**config.mk**
```make
export PLATFORM = sky130hd
export DESIGN_NAME = cpu_core
export DESIGN_NICKNAME = d
export VERILOG_FILES = /design/src/e0c_pkg.sv /design/src/instr_decode.sv /design/src/core_regs.sv /design/src/wb_data_port.sv /design/src/exec_control.sv /design/src/cpu_core.sv
export SDC_FILE = /design/constraint.sdc
export NUM_CORES = 1
export LEC_CHECK = 0
export ABC_CLOCK_PERIOD_IN_PS = 5340
export BUFFER_PORTS_ARGS = -buffer_cell sky130_fd_sc_hd__buf_2
export CAP_MARGIN = 20
export CORE_ASPECT_RATIO = 1.2
export CORE_MARGIN = 8
export CORE_UTILIZATION = 40
export DETAILED_ROUTE_END_ITERATION = 10
export PLACE_DENSITY = 0.7
export RECOVER_POWER = 50
export SLEW_MARGIN = 40
export SYNTH_ARGS = -nofsm -noshare
export SYNTH_HDL_FRONTEND = slang
export SYNTH_SLANG_ARGS = --single-unit
```
**constraint.sdc**
```tcl
create_clock -name clk -period 5.34 [get_ports clk]
set_input_delay 0.267 -clock clk [delete_from_list [all_inputs] [get_ports clk]]
set_output_delay 0.267 -clock clk [all_outputs]
set_load 0.005 [all_outputs]
```
**src/e0c_pkg.sv**
```systemverilog
`default_nettype none

package e0c_pkg;

    typedef logic [3:0]  nib_t;
    typedef logic [11:0] addr_t;
    typedef logic [11:0] instr_t;
    typedef logic [1:0]  rcode_t;   // 0 A, 1 B, 2 M(X), 3 M(Y)

    // Decoded operations of the load group
    typedef enum logic [3:0] {
        OP_NOP,
        OP_LD_X_E,
        OP_LD_Y_E,
        OP_LBPX,
        OP_LD_R_I,
        OP_LDPX_I,
        OP_LDPY_I,
        OP_LD_PART_R,
        OP_LD_R_PART,
        OP_LD_R_Q,
        OP_LDPX_R_Q,
        OP_LDPY_R_Q
    } op_t;

    typedef enum logic [2:0] {
        ST_FETCH,
        ST_DECODE,
        ST_READ,
        ST_EXEC,
        ST_WRITE,
        ST_WRITE_HI
    } cpu_state_t;

    typedef enum logic [2:0] {
        PART_XP,
        PART_XH,
        PART_XL,
        PART_YP,
        PART_YH,
        PART_YL
    } part_t;

endpackage

`default_nettype wire

```
**src/instr_decode.sv**
```systemverilog
`timescale 1ns/10ps
`default_nettype none

module instr_decode import e0c_pkg::*; (
    input  instr_t     instr,
    output op_t        op,
    output rcode_t     rq_dst,
    output rcode_t     rq_src,
    output part_t      part,
    output nib_t       imm4,
    output logic [7:0] imm8
);

    part_t part_sel;

    // Bit 4 picks X or Y, bits 3:2 pick P, H or L
    always_comb begin
        case ({instr[4], instr[3:2]})
            3'b000:  part_sel = PART_XP;
            3'b001:  part_sel = PART_XH;
            3'b010:  part_sel = PART_XL;
            3'b100:  part_sel = PART_YP;
            3'b101:  part_sel = PART_YH;
            3'b110:  part_sel = PART_YL;
            default: part_sel = PART_XP;
        endcase
    end

    always_comb begin
        op     = OP_NOP;
        rq_dst = 2'd0;
        rq_src = 2'd0;
        part   = PART_XP;
        imm4   = instr[3:0];
        imm8   = instr[7:0];
        case (instr[11:8])
            4'hB: op = OP_LD_X_E;
            4'h8: op = OP_LD_Y_E;
            4'h9: begin
                op     = OP_LBPX;
                rq_dst = 2'd2;                  // Always M(X)
            end
            4'hE: begin
                case (instr[7:4])
                    4'h0, 4'h1, 4'h2, 4'h3: begin
                        op     = OP_LD_R_I;
                        rq_dst = instr[5:4];
                    end
                    4'h6: begin
                        op     = OP_LDPX_I;
                        rq_dst = 2'd2;
                    end
                    4'h7: begin
                        op     = OP_LDPY_I;
                        rq_dst = 2'd3;
                    end
                    4'h8, 4'h9: begin
                        if (instr[3:2] != 2'b11) begin
                            op     = OP_LD_PART_R;
                            rq_src = instr[1:0];
                            part   = part_sel;
                        end
                    end
                    4'hA, 4'hB: begin
                        if (instr[3:2] != 2'b11) begin
                            op     = OP_LD_R_PART;
                            rq_dst = instr[1:0];
                            part   = part_sel;
                        end
                    end
                    4'hC: begin
                        op     = OP_LD_R_Q;
                        rq_dst = instr[3:2];
                        rq_src = instr[1:0];
                    end
                    4'hE: begin
                        op     = OP_LDPX_R_Q;
                        rq_dst = instr[3:2];
                        rq_src = instr[1:0];
                    end
                    4'hF: begin
                        op     = OP_LDPY_R_Q;
                        rq_dst = instr[3:2];
                        rq_src = instr[1:0];
                    end
                    default: op = OP_NOP;
                endcase
            end
            default: op = OP_NOP;
        endcase
    end

endmodule

`default_nettype wire

```
**src/core_regs.sv**
```systemverilog
`timescale 1ns/10ps
`default_nettype none

module core_regs import e0c_pkg::*; (
    input  logic       clk,
    input  logic       rst,
    input  op_t        op,
    input  rcode_t     rq_dst,
    input  rcode_t     rq_src,
    input  part_t      part,
    input  nib_t       wdat,
    input  logic [7:0] imm8,
    input  logic       reg_load,
    input  logic       x_load8,
    input  logic       y_load8,
    input  logic       x_inc,
    input  logic       y_inc,
    output addr_t      x,
    output addr_t      y,
    output nib_t       rd_val
);

    nib_t a;
    nib_t b;
    nib_t part_nib;

    always_comb begin
        case (part)
            PART_XP: part_nib = x[11:8];
            PART_XH: part_nib = x[7:4];
            PART_XL: part_nib = x[3:0];
            PART_YP: part_nib = y[11:8];
            PART_YH: part_nib = y[7:4];
            PART_YL: part_nib = y[3:0];
            default: part_nib = 4'h0;
        endcase
    end

    always_comb begin
        if (op == OP_LD_R_PART) begin
            rd_val = part_nib;
        end else begin
            case (rq_src)
                2'd0:    rd_val = a;
                2'd1:    rd_val = b;
                default: rd_val = 4'h0;     // Memory operands come from the bus
            endcase
        end
    end

    always_ff @(posedge clk) begin
        if (rst) begin
            a <= 4'h0;
            b <= 4'h0;
            x <= 12'h000;
            y <= 12'h000;
        end else begin
            if (reg_load) begin
                if (op == OP_LD_PART_R) begin
                    case (part)
                        PART_XP: x[11:8] <= wdat;
                        PART_XH: x[7:4]  <= wdat;
                        PART_XL: x[3:0]  <= wdat;
                        PART_YP: y[11:8] <= wdat;
                        PART_YH: y[7:4]  <= wdat;
                        PART_YL: y[3:0]  <= wdat;
                        default: ;
                    endcase
                end else if (rq_dst == 2'd0) begin
                    a <= wdat;
                end else if (rq_dst == 2'd1) begin
                    b <= wdat;
                end
            end
            if (x_load8) x[7:0] <= imm8;    // Page nibble kept
            if (y_load8) y[7:0] <= imm8;
            if (x_inc) x <= x + 12'd1;
            if (y_inc) y <= y + 12'd1;
        end
    end

endmodule

`default_nettype wire

```
**src/wb_data_port.sv**
```systemverilog
`timescale 1ns/10ps
`default_nettype none

module wb_data_port import e0c_pkg::*; (
    input  logic  clk,
    input  logic  rst,
    input  logic  req,
    input  logic  req_we,
    input  addr_t req_adr,
    input  nib_t  req_dat,
    output logic  done,
    output nib_t  rdat,
    output logic  wb_cyc,
    output logic  wb_stb,
    output logic  wb_we,
    output addr_t wb_adr,
    output nib_t  wb_dat_w,
    input  nib_t  wb_dat_r,
    input  logic  wb_ack
);

    logic start;

    // No restart while the release cycle is still signalled
    assign start  = req && !wb_cyc && !done;
    assign wb_stb = wb_cyc;

    always_ff @(posedge clk) begin
        if (rst) begin
            wb_cyc <= 1'b0;
            wb_we  <= 1'b0;
            done   <= 1'b0;
        end else begin
            done <= wb_cyc && wb_ack;
            if (start) begin
                wb_cyc <= 1'b1;
                wb_we  <= req_we;
            end else if (wb_cyc && wb_ack) begin
                wb_cyc <= 1'b0;
                wb_we  <= 1'b0;
            end
        end
    end

    always_ff @(posedge clk) begin
        if (start) begin
            wb_adr   <= req_adr;
            wb_dat_w <= req_dat;
        end
        if (wb_cyc && wb_ack && !wb_we) rdat <= wb_dat_r;  // Held until next read
    end

endmodule

`default_nettype wire

```
**src/exec_control.sv**
```systemverilog
`timescale 1ns/10ps
`default_nettype none

module exec_control import e0c_pkg::*; #(
    parameter addr_t RESET_PC = 12'h100
) (
    input  logic       clk,
    input  logic       rst,
    input  instr_t     rom_data,
    output addr_t      rom_addr,
    input  op_t        op,
    input  rcode_t     rq_dst,
    input  rcode_t     rq_src,
    input  nib_t       imm4,
    input  logic [7:0] imm8,
    input  addr_t      x,
    input  addr_t      y,
    input  nib_t       rd_val,
    input  nib_t       rdat,
    input  logic       done,
    output instr_t     instr,
    output nib_t       wdat,
    output logic       reg_load,
    output logic       x_load8,
    output logic       y_load8,
    output logic       x_inc,
    output logic       y_inc,
    output logic       req,
    output logic       req_we,
    output addr_t      req_adr,
    output nib_t       req_dat
);

    cpu_state_t state;
    addr_t      pc;
    instr_t     ir;
    nib_t       st_val;
    logic       dst_op;
    logic       src_op;
    logic       need_read;
    logic       need_write;
    logic       in_exec;

    assign rom_addr = pc;
    assign instr    = ir;
    assign in_exec  = (state == ST_EXEC);

    // Ops whose rq_dst / rq_src name an operand
    assign dst_op = (op == OP_LD_R_I) || (op == OP_LD_R_PART) || (op == OP_LD_R_Q) ||
                    (op == OP_LDPX_R_Q) || (op == OP_LDPY_R_Q) || (op == OP_LDPX_I) ||
                    (op == OP_LDPY_I) || (op == OP_LBPX);
    assign src_op = (op == OP_LD_PART_R) || (op == OP_LD_R_Q) ||
                    (op == OP_LDPX_R_Q) || (op == OP_LDPY_R_Q);

    assign need_read  = src_op && rq_src[1];
    assign need_write = dst_op && rq_dst[1];

    always_comb begin
        case (op)
            OP_LD_R_I, OP_LDPX_I, OP_LDPY_I: st_val = imm4;
            OP_LBPX: st_val = (state == ST_WRITE_HI) ? imm8[7:4] : imm8[3:0];
            default: st_val = rq_src[1] ? rdat : rd_val;
        endcase
    end

    assign wdat    = st_val;
    assign req_dat = st_val;

    assign req     = (state == ST_READ) || (state == ST_WRITE) || (state == ST_WRITE_HI);
    assign req_we  = (state != ST_READ);
    assign req_adr = (state == ST_READ) ? (rq_src[0] ? y : x) : (rq_dst[0] ? y : x);

    assign reg_load = in_exec && ((dst_op && !rq_dst[1]) || (op == OP_LD_PART_R));
    assign x_load8  = in_exec && (op == OP_LD_X_E);
    assign y_load8  = in_exec && (op == OP_LD_Y_E);
    // LBPX steps X once between its two writes and once more in EXEC
    assign x_inc = (in_exec && ((op == OP_LDPX_I) || (op == OP_LDPX_R_Q) || (op == OP_LBPX)))
                || ((state == ST_WRITE) && done && (op == OP_LBPX));
    assign y_inc = in_exec && ((op == OP_LDPY_I) || (op == OP_LDPY_R_Q));

    always_ff @(posedge clk) begin
        if (state == ST_FETCH) ir <= rom_data;
    end

    always_ff @(posedge clk) begin
        if (rst) begin
            state <= ST_FETCH;
            pc    <= RESET_PC;
        end else begin
            case (state)
                ST_FETCH: state <= ST_DECODE;
                ST_DECODE: begin
                    if (need_read)       state <= ST_READ;
                    else if (need_write) state <= ST_WRITE;
                    else                 state <= ST_EXEC;
                end
                ST_READ: begin
                    if (done) state <= need_write ? ST_WRITE : ST_EXEC;
                end
                ST_WRITE: begin
                    if (done) state <= (op == OP_LBPX) ? ST_WRITE_HI : ST_EXEC;
                end
                ST_WRITE_HI: begin
                    if (done) state <= ST_EXEC;
                end
                ST_EXEC: begin
                    pc    <= pc + 12'd1;        // No jumps, wraps at 12 bits
                    state <= ST_FETCH;
                end
                default: state <= ST_FETCH;
            endcase
        end
    end

endmodule

`default_nettype wire

```
**src/cpu_core.sv**
```systemverilog
`timescale 1ns/10ps
`default_nettype none

module cpu_core import e0c_pkg::*; #(
    parameter addr_t RESET_PC = 12'h100
) (
    input  logic   clk,
    input  logic   rst,
    output addr_t  rom_addr,
    input  instr_t rom_data,
    output logic   wb_cyc,
    output logic   wb_stb,
    output logic   wb_we,
    output addr_t  wb_adr,
    output nib_t   wb_dat_w,
    input  nib_t   wb_dat_r,
    input  logic   wb_ack
);

    instr_t     instr;
    op_t        op;
    rcode_t     rq_dst;
    rcode_t     rq_src;
    part_t      part;
    nib_t       imm4;
    logic [7:0] imm8;
    addr_t      x;
    addr_t      y;
    nib_t       rd_val;
    nib_t       wdat;
    nib_t       rdat;
    logic       reg_load;
    logic       x_load8;
    logic       y_load8;
    logic       x_inc;
    logic       y_inc;
    logic       req;
    logic       req_we;
    addr_t      req_adr;
    nib_t       req_dat;
    logic       done;

    instr_decode decode (
        .instr  (instr),
        .op     (op),
        .rq_dst (rq_dst),
        .rq_src (rq_src),
        .part   (part),
        .imm4   (imm4),
        .imm8   (imm8)
    );

    core_regs regs (
        .clk      (clk),
        .rst      (rst),
        .op       (op),
        .rq_dst   (rq_dst),
        .rq_src   (rq_src),
        .part     (part),
        .wdat     (wdat),
        .imm8     (imm8),
        .reg_load (reg_load),
        .x_load8  (x_load8),
        .y_load8  (y_load8),
        .x_inc    (x_inc),
        .y_inc    (y_inc),
        .x        (x),
        .y        (y),
        .rd_val   (rd_val)
    );

    exec_control #(
        .RESET_PC (RESET_PC)
    ) ctrl (
        .clk      (clk),
        .rst      (rst),
        .rom_data (rom_data),
        .rom_addr (rom_addr),
        .op       (op),
        .rq_dst   (rq_dst),
        .rq_src   (rq_src),
        .imm4     (imm4),
        .imm8     (imm8),
        .x        (x),
        .y        (y),
        .rd_val   (rd_val),
        .rdat     (rdat),
        .done     (done),
        .instr    (instr),
        .wdat     (wdat),
        .reg_load (reg_load),
        .x_load8  (x_load8),
        .y_load8  (y_load8),
        .x_inc    (x_inc),
        .y_inc    (y_inc),
        .req      (req),
        .req_we   (req_we),
        .req_adr  (req_adr),
        .req_dat  (req_dat)
    );

    wb_data_port bus (
        .clk      (clk),
        .rst      (rst),
        .req      (req),
        .req_we   (req_we),
        .req_adr  (req_adr),
        .req_dat  (req_dat),
        .done     (done),
        .rdat     (rdat),
        .wb_cyc   (wb_cyc),
        .wb_stb   (wb_stb),
        .wb_we    (wb_we),
        .wb_adr   (wb_adr),
        .wb_dat_w (wb_dat_w),
        .wb_dat_r (wb_dat_r),
        .wb_ack   (wb_ack)
    );

endmodule

`default_nettype wire

```
# After elaboration in Yosys (flattened, before gate mapping)
# Cells that the tools add are included.
[word_totals]
register_bits = 82
latch_bits = 0
ramBits = 0
mem_bits_ro = 0
input_bits = 19
out_inout_bits = 31
word_cells = 187
mem_count = 0
[classes]
addsub = 3
mul = 0
n_div = 0
order_cmp = 0
eq_ne = 49
shifts = 0
n_mux = 46
n_bitwise = 2
reduce_logical = 70
[ops]
columns = ["op", "count"]
rows = [
  ["$mux W12", 9],
  ["$eq A4 B4 Y1 const B", 15],
  ["$mux W4", 10],
  ["$add A12 B1 Y12 const B", 3],
  ["$pmux W4 S8", 1],
  ["$mux W3", 10],
  ["$pmux W3 S5", 2],
  ["$eq A4 B3 Y1 const B", 6],
  ["$pmux W4 S6", 1],
  ["$reduce_and A3 Y1", 8],
  ["$reduce_bool A3 Y1", 8],
  ["$eq A3 B3 Y1 const B", 7],
  ["$logic_or A1 B1 Y1", 17],
  ["$eq A4 B2 Y1 const B", 4],
  ["$mux W8", 2],
  ["$pmux W4 S2", 2],
  ["$pmux W4 S4", 1],
  ["$eq A3 B2 Y1 const B", 5],
  ["$logic_and A1 B1 Y1", 14],
  ["$reduce_bool A2 Y1", 7],
  ["$pmux W2 S5", 1],
  ["$eq A3 B1 Y1 const B", 3],
  ["$eq A4 B1 Y1 const B", 2],
  ["$pmux W2 S2", 2],
  ["other kinds (15)", 30],
]

# Depth between registers and ports, before layout
[logic_depth]
word_depth = 18
mapped_depth = 11
depth_no_buf = 8

# By module
# Synthesis repeated with hierarchy kept, for this count alone.
[hier_totals]
cells_unflattened = 579
area_unflattened_um2 = 5182.5
[by_module_without_submodules]
columns = ["module", "instances", "cells_per_inst", "area_per_inst_um2"]
rows = [
  ["core_regs", 1, 289, 2318.5],
  ["exec_control", 1, 187, 1665.3],
  ["wb_data_port", 1, 33, 721.9],
  ["instr_decode", 1, 70, 476.7],
]

# Worst setup path after synthesis
# No wires, ideal clock.
[synth_path]
kind = "reg-to-reg"
startpoint = "reg ctrl.ir[2] (netlist: ctrl.instr[2])"
endpoint = "reg regs.x[11]"
arrival_time_ps = 2380
required_time_ps = 5266
slack_ps = 2886
path_stages_with_launch = 11
n_path_buf = 2
synth_period_minus_slack_ps = 2454
cell_sequence = "edfxtp_1 buf_2 a21o_1 o211a_2 a21o_1 o41ai_2 or2_1 buf_4 nand4_2 or3_1 a31oi_1"
[synth_between]
elab_chain_len = 17
elab_cells_between_ends = 66
classes_between = "21 x eq/ne; 22 x mux; 23 x reduce/logical"
[synth_rtl]
columns = ["item", "line_no", "source"]
rows = [
  ["start, declared", "exec_control.sv:36", "instr_t ir;"],
  ["start signal, assigned", "exec_control.sv:82", "if (state == ST_FETCH) ir <= rom_data;"],
  ["branches (longest 17 deep; another with $mux W12)", "-", ""],
  ["end signal, assigned", "core_regs.sv:61", "PART_XP: x[11:8] <= wdat;"],
  ["end signal, assigned", "core_regs.sv:77", "if (x_inc) x <= x + 12'd1;"],
  ["end, declared", "core_regs.sv:18", "output addr_t x,"],
]
# Several ways; the timed one is not identified. The select of a mux whose other input is x is not followed.
# A chain may end at the register's enable or synchronous reset.

# Worst setup path after layout
[layout_path]
startpoint = "reg ctrl.ir[3] (netlist: ctrl.instr[3])"
endpoint = "reg regs.y[0]"
[layout_between]
elab_cells_between_ends = 66
classes_between = "22 x eq/ne; 23 x mux; 21 x reduce/logical"
[layout_rtl]
columns = ["item", "line_no", "source"]
rows = [
  ["$eq A3 B3 Y1 (tied with other cells)", "instr_decode.sv:18", "case ({instr[4], instr[3:2]})"],
  ["$pmux W3 S5", "instr_decode.sv:18", ""],
  ["$mux W3", "instr_decode.sv:58, instr_decode.sv:65", ""],
  ["$mux W3", "-", ""],
  ["$mux W3", "instr_decode.sv:36", "case (instr[11:8])"],
  ["$eq A3 B3 Y1 (tied with other cells)", "core_regs.sv:28", "case (part)"],
  ["$pmux W4 S6", "core_regs.sv:28", ""],
  ["$mux W4", "core_regs.sv:40", "if (op == OP_LD_R_PART) begin"],
  ["$mux W4", "exec_control.sv:62", "default: st_val = rq_src[1] ? rdat : rd_val;"],
  ["$pmux W4 S2 (*)", "exec_control.sv:59", "case (op)"],
  ["net bus.req_dat[0]", "wb_data_port.sv:10", "input nib_t req_dat,"],
  ["$mux W4 (*)", "core_regs.sv:60", "case (part)"],
  ["$mux W12 (*)", "core_regs.sv:59", "if (op == OP_LD_PART_R) begin"],
  ["$mux W12 (*)", "core_regs.sv:58", "if (reg_load) begin"],
  ["$mux W8 (*)", "core_regs.sv:76", "if (y_load8) y[7:0] <= imm8;"],
  ["$mux W12 (*)", "core_regs.sv:78", "if (y_inc) y <= y + 12'd1;"],
  ["end signal, assigned", "core_regs.sv:66", "PART_YL: y[3:0] <= wdat;"],
  ["end signal, assigned", "core_regs.sv:76", ""],
  ["end signal, assigned", "core_regs.sv:78", ""],
  ["end, declared", "core_regs.sv:19", "output addr_t y,"],
]
# The timed path passes the listed nets; every way through them passes the cells marked *. The select of a mux whose other input is x is not followed.

==> summary.txt <==
Status = finished with violations
Failing checks = capacitance limit, slew limit
Largest family of logic cells by synthesized area = simple AND/OR/NAND/NOR gates
First drt pass iteration count = 5
Post-synth EDFFs = 32
Area share of fa/ha/maj cells after synthesis = 0.00761
Vias per cell = 5.99
P&R area growth vs syn = 12.4%
First-pass GRT wire length = 21,800 um
Most common cell in the netlist = nand2_1
Hold Crit Class = in -> reg
Most frequent cells after synthesis = 52 x nand2_1, 51 x nor2_1, 50 x dfxtp_1
Leakage = 1.97 nW
Initial antenna violation count = 0
Ports = 50
Maxcap violations = 1
Gr usage total = 0.169
H-tree depth = 3
GPL Wtd Cong = 0.936
Simple-Gate Fraction of Synth Area = 0.222
Worst path cell trace = a21oi_1 -> mux2i_1 -> nor2_1 -> mux2i_1 -> mux2_2 -> o311ai_4 -> a221oi_1 -> o31ai_1
CTS tree = yes
Core outline area = 12,100 sq um
Routed WL = 13,700 um
Resize count post-CTS = 0
Slowest stage delay, CP = 0.71 ns
Area after detailed placement = 5250 sq um
Via Count = 4,407
Min Tclk post-route = 3.38 ns
Worst path most repeated cell = mux2i_1
Port Buffers = 49
Fin nets = 592
# rows = 44
Post-synthesis register bit count = 82
Setup crit start kind = flip-flop
Worst EP required = 5.58 ns
Predominant post-synthesis flop cell = dfxtp_1
Crit share post-route = 0.634
DR WL/cell = 18.7 um
Final WS setup = 1.96 ns
Slew Limit Fails = 13
Drt initial violations = 336
Sequential-to-total area share from yosys stat = 0.398
Post-Synth XOR/XNOR Area = 0.0213
Critical-path top delay cell = edfxtp_1
GRT overflow = 0
Worst skew pair latency = 0.34 ns
Fin cells = 736
Finished Cell Area = 5540 sq um
Die height = 138 um
Logic gate share of total power = 0.219
Setup Crit Path Kind = reg -> reg
Post-CTS setup buffer count = 0
Max VDD drop = 0.000192 V
WP data arrival = 3.63 ns
RSZ-0062 raised after global routing = false
Clk slew on worst S/H paths = 0.06 ns
Final clock skew = 0.00669 ns
Sw Pwr = 0.673 mW
CTS max path bufs = 2
Crit path buffers/inverters = 0
Syn_area_per_cell = 9.06 sq um
Synth area leader = dfxtp_1
Layout cells sized above 1 = 0.139
Die width = 117 um
Hpwl dp = 10,000 um
Cts hold-fix bufs = 0
Seq pwr share = 0.443
DR DRC count = 0
Die area = 16,200 sq um
Crit path max-delay family = compound AO/OA/AOI/OAI gates
Antenna violation net count after detailed routing = 0
Initial Utilization = 0.409
Synth Area in Compound Gates = 0.216
Top post-synthesis cells by area = dfxtp_1 20%, edfxtp_1 19%, mux2i_1 4.7%
Design Power = 1.99 mW
Netlist cell types = 80
Yosys warns = 0
Sum Neg Setup Slack = 0 ns
Sw frac = 0.337
CTS sink cnt = 82
CTS root buf = clkbuf_16
Worst-Margin Slew = 1.54 ns
Synth Cell Area = 4930 sq um
Power per standard cell area = 360 nW/um^2
Pre-CTS setup slack = 2.05 ns
Peak Freq = 296 MHz
Vias in the first global route = 4,292
Clock power share = 0.339
Cells after Synth = 544
Post-synth top area share = 0.203
Final setup vio count = 0
Mux contribution to synthesized area = 0.0969
Number of inserted diodes = 0
CP Capture Type = flip-flop
Synthesized Nets = 566
Asr flop ratio synth = 0
CTS buffer count = 9
Largest net degree at the start of global routing = 55
DP Cell Count = 720
Register area = 1960 sq um
CP max FO = 27
Layout fillers = 1,174
Slew HR = -0.0329
P_int = 1.32 mW
Multi-input gate area = 2800 sq um
Final hold vios = 0
[state kept, by name, summed over array words and instances, names as in the netlist, 3 cells and up]
name and flops:
bus.wb_adr 12, regs.b 4, ctrl.instr 12, ctrl.state 3
regs.y 12, regs.x 12, bus.rdat 4, bus.wb_dat_w 4
regs.a 4, ctrl.rom_addr 12
[cell type report]
class                   instances  area share
flip-flops and latches         82       0.354
clock inverters                 7      0.0183
inverters                       8     0.00542
multi-input cells             418       0.505
clock buffers                   9      0.0406
well taps                     161      0.0363
repair buffers                 51      0.0409
[stage by stage]
| stage | hold WS, ns | util |
|---|---|---|
| 2_1_floorplan | 0.366 | - |
| 3_3_place_gp | 0.444 | 0.434 |
| 3_5_place_dp | 0.445 | 0.435 |
| 4_1_cts | 0.0900 | 0.463 |
| 5_1_grt | 0.0848 | 0.460 |
| 6_report | 0.0984 | 0.460 |
[power by group through the flow]
stage | logic (mW) | clock network, mW | registers (mW)
global placement | 0.437 | 0 | 0.885
detailed placement | 0.443 | 0 | 0.893
finish | 0.436 | 0.675 | 0.883
global route | 0.479 | 0.714 | 0.897
floorplan | 0.384 | 0 | 0.796
CTS | 0.445 | 0.684 | 0.880
[worst paths after layout]
check	end	slack [ns]	depth (start not counted)	from
setup / recovery	regs.y[0]$_SDFFE_PP0P_	1.96	8	ctrl.instr[3]$_DFFE_PP_
setup reg to reg	regs.y[0]$_SDFFE_PP0P_	1.96	8	ctrl.instr[3]$_DFFE_PP_
hold reg to reg	regs.a[2]$_SDFFE_PP0P_	0.49	2	regs.a[2]$_SDFFE_PP0P_
hold / removal	ctrl.instr[5]$_DFFE_PP_	0.1	1	rom_data[5]
[worst register-to-register path: stages (launching register included)]
cell and delay [ns]:
edfxtp_1 0.71, a21oi_1 0.43, mux2i_1 0.19, nor2_1 0.56, mux2i_1 0.15, mux2_2 0.30, o311ai_4 0.53, a221oi_1 0.16
o31ai_1 0.26
[layout by cell type (no fill, tap or decap), types with 4 or more instances in the layout]
master / instances
a31oi_1: 12
nand3b_1: 5
nand2_1: 52
buf_2: 22
a211oi_1: 5
nand2b_1: 6
o211ai_1: 8
nor2_1: 51
or3_1: 12
mux2_1: 4
and3_1: 12
mux2i_1: 22
xnor2_1: 5
nand4_1: 10
clkbuf_16: 9
a32oi_1: 4
a21oi_1: 32
nand3_1: 20
mux2_2: 18
clkbuf_1: 27
o21ai_0: 16
inv_1: 8
xor2_1: 7
edfxtp_1: 32
nor2b_1: 11
a22oi_1: 8
a21o_1: 6
dfxtp_1: 50
nor3_1: 11
[cell families after synthesis]
kind of cell	count (synthesis)
AOI/OAI and AO/OA	144
xor gates and xnor gates	12
adders and majority gates	3
buffers and inverters	44
DFF	82
muxes	45
and+or+nand+nor	214
[layer usage]
layer,share of wire,track usage,up-vias
li1,-,-,2095
met1,0.41,0.193,2082
met2,0.49,0.292,190
met3,0.069,0.0344,40
met4,0.038,0.0982,0
met5,0,0,-
No activity file was read; power rests on OpenSTA's default activity.
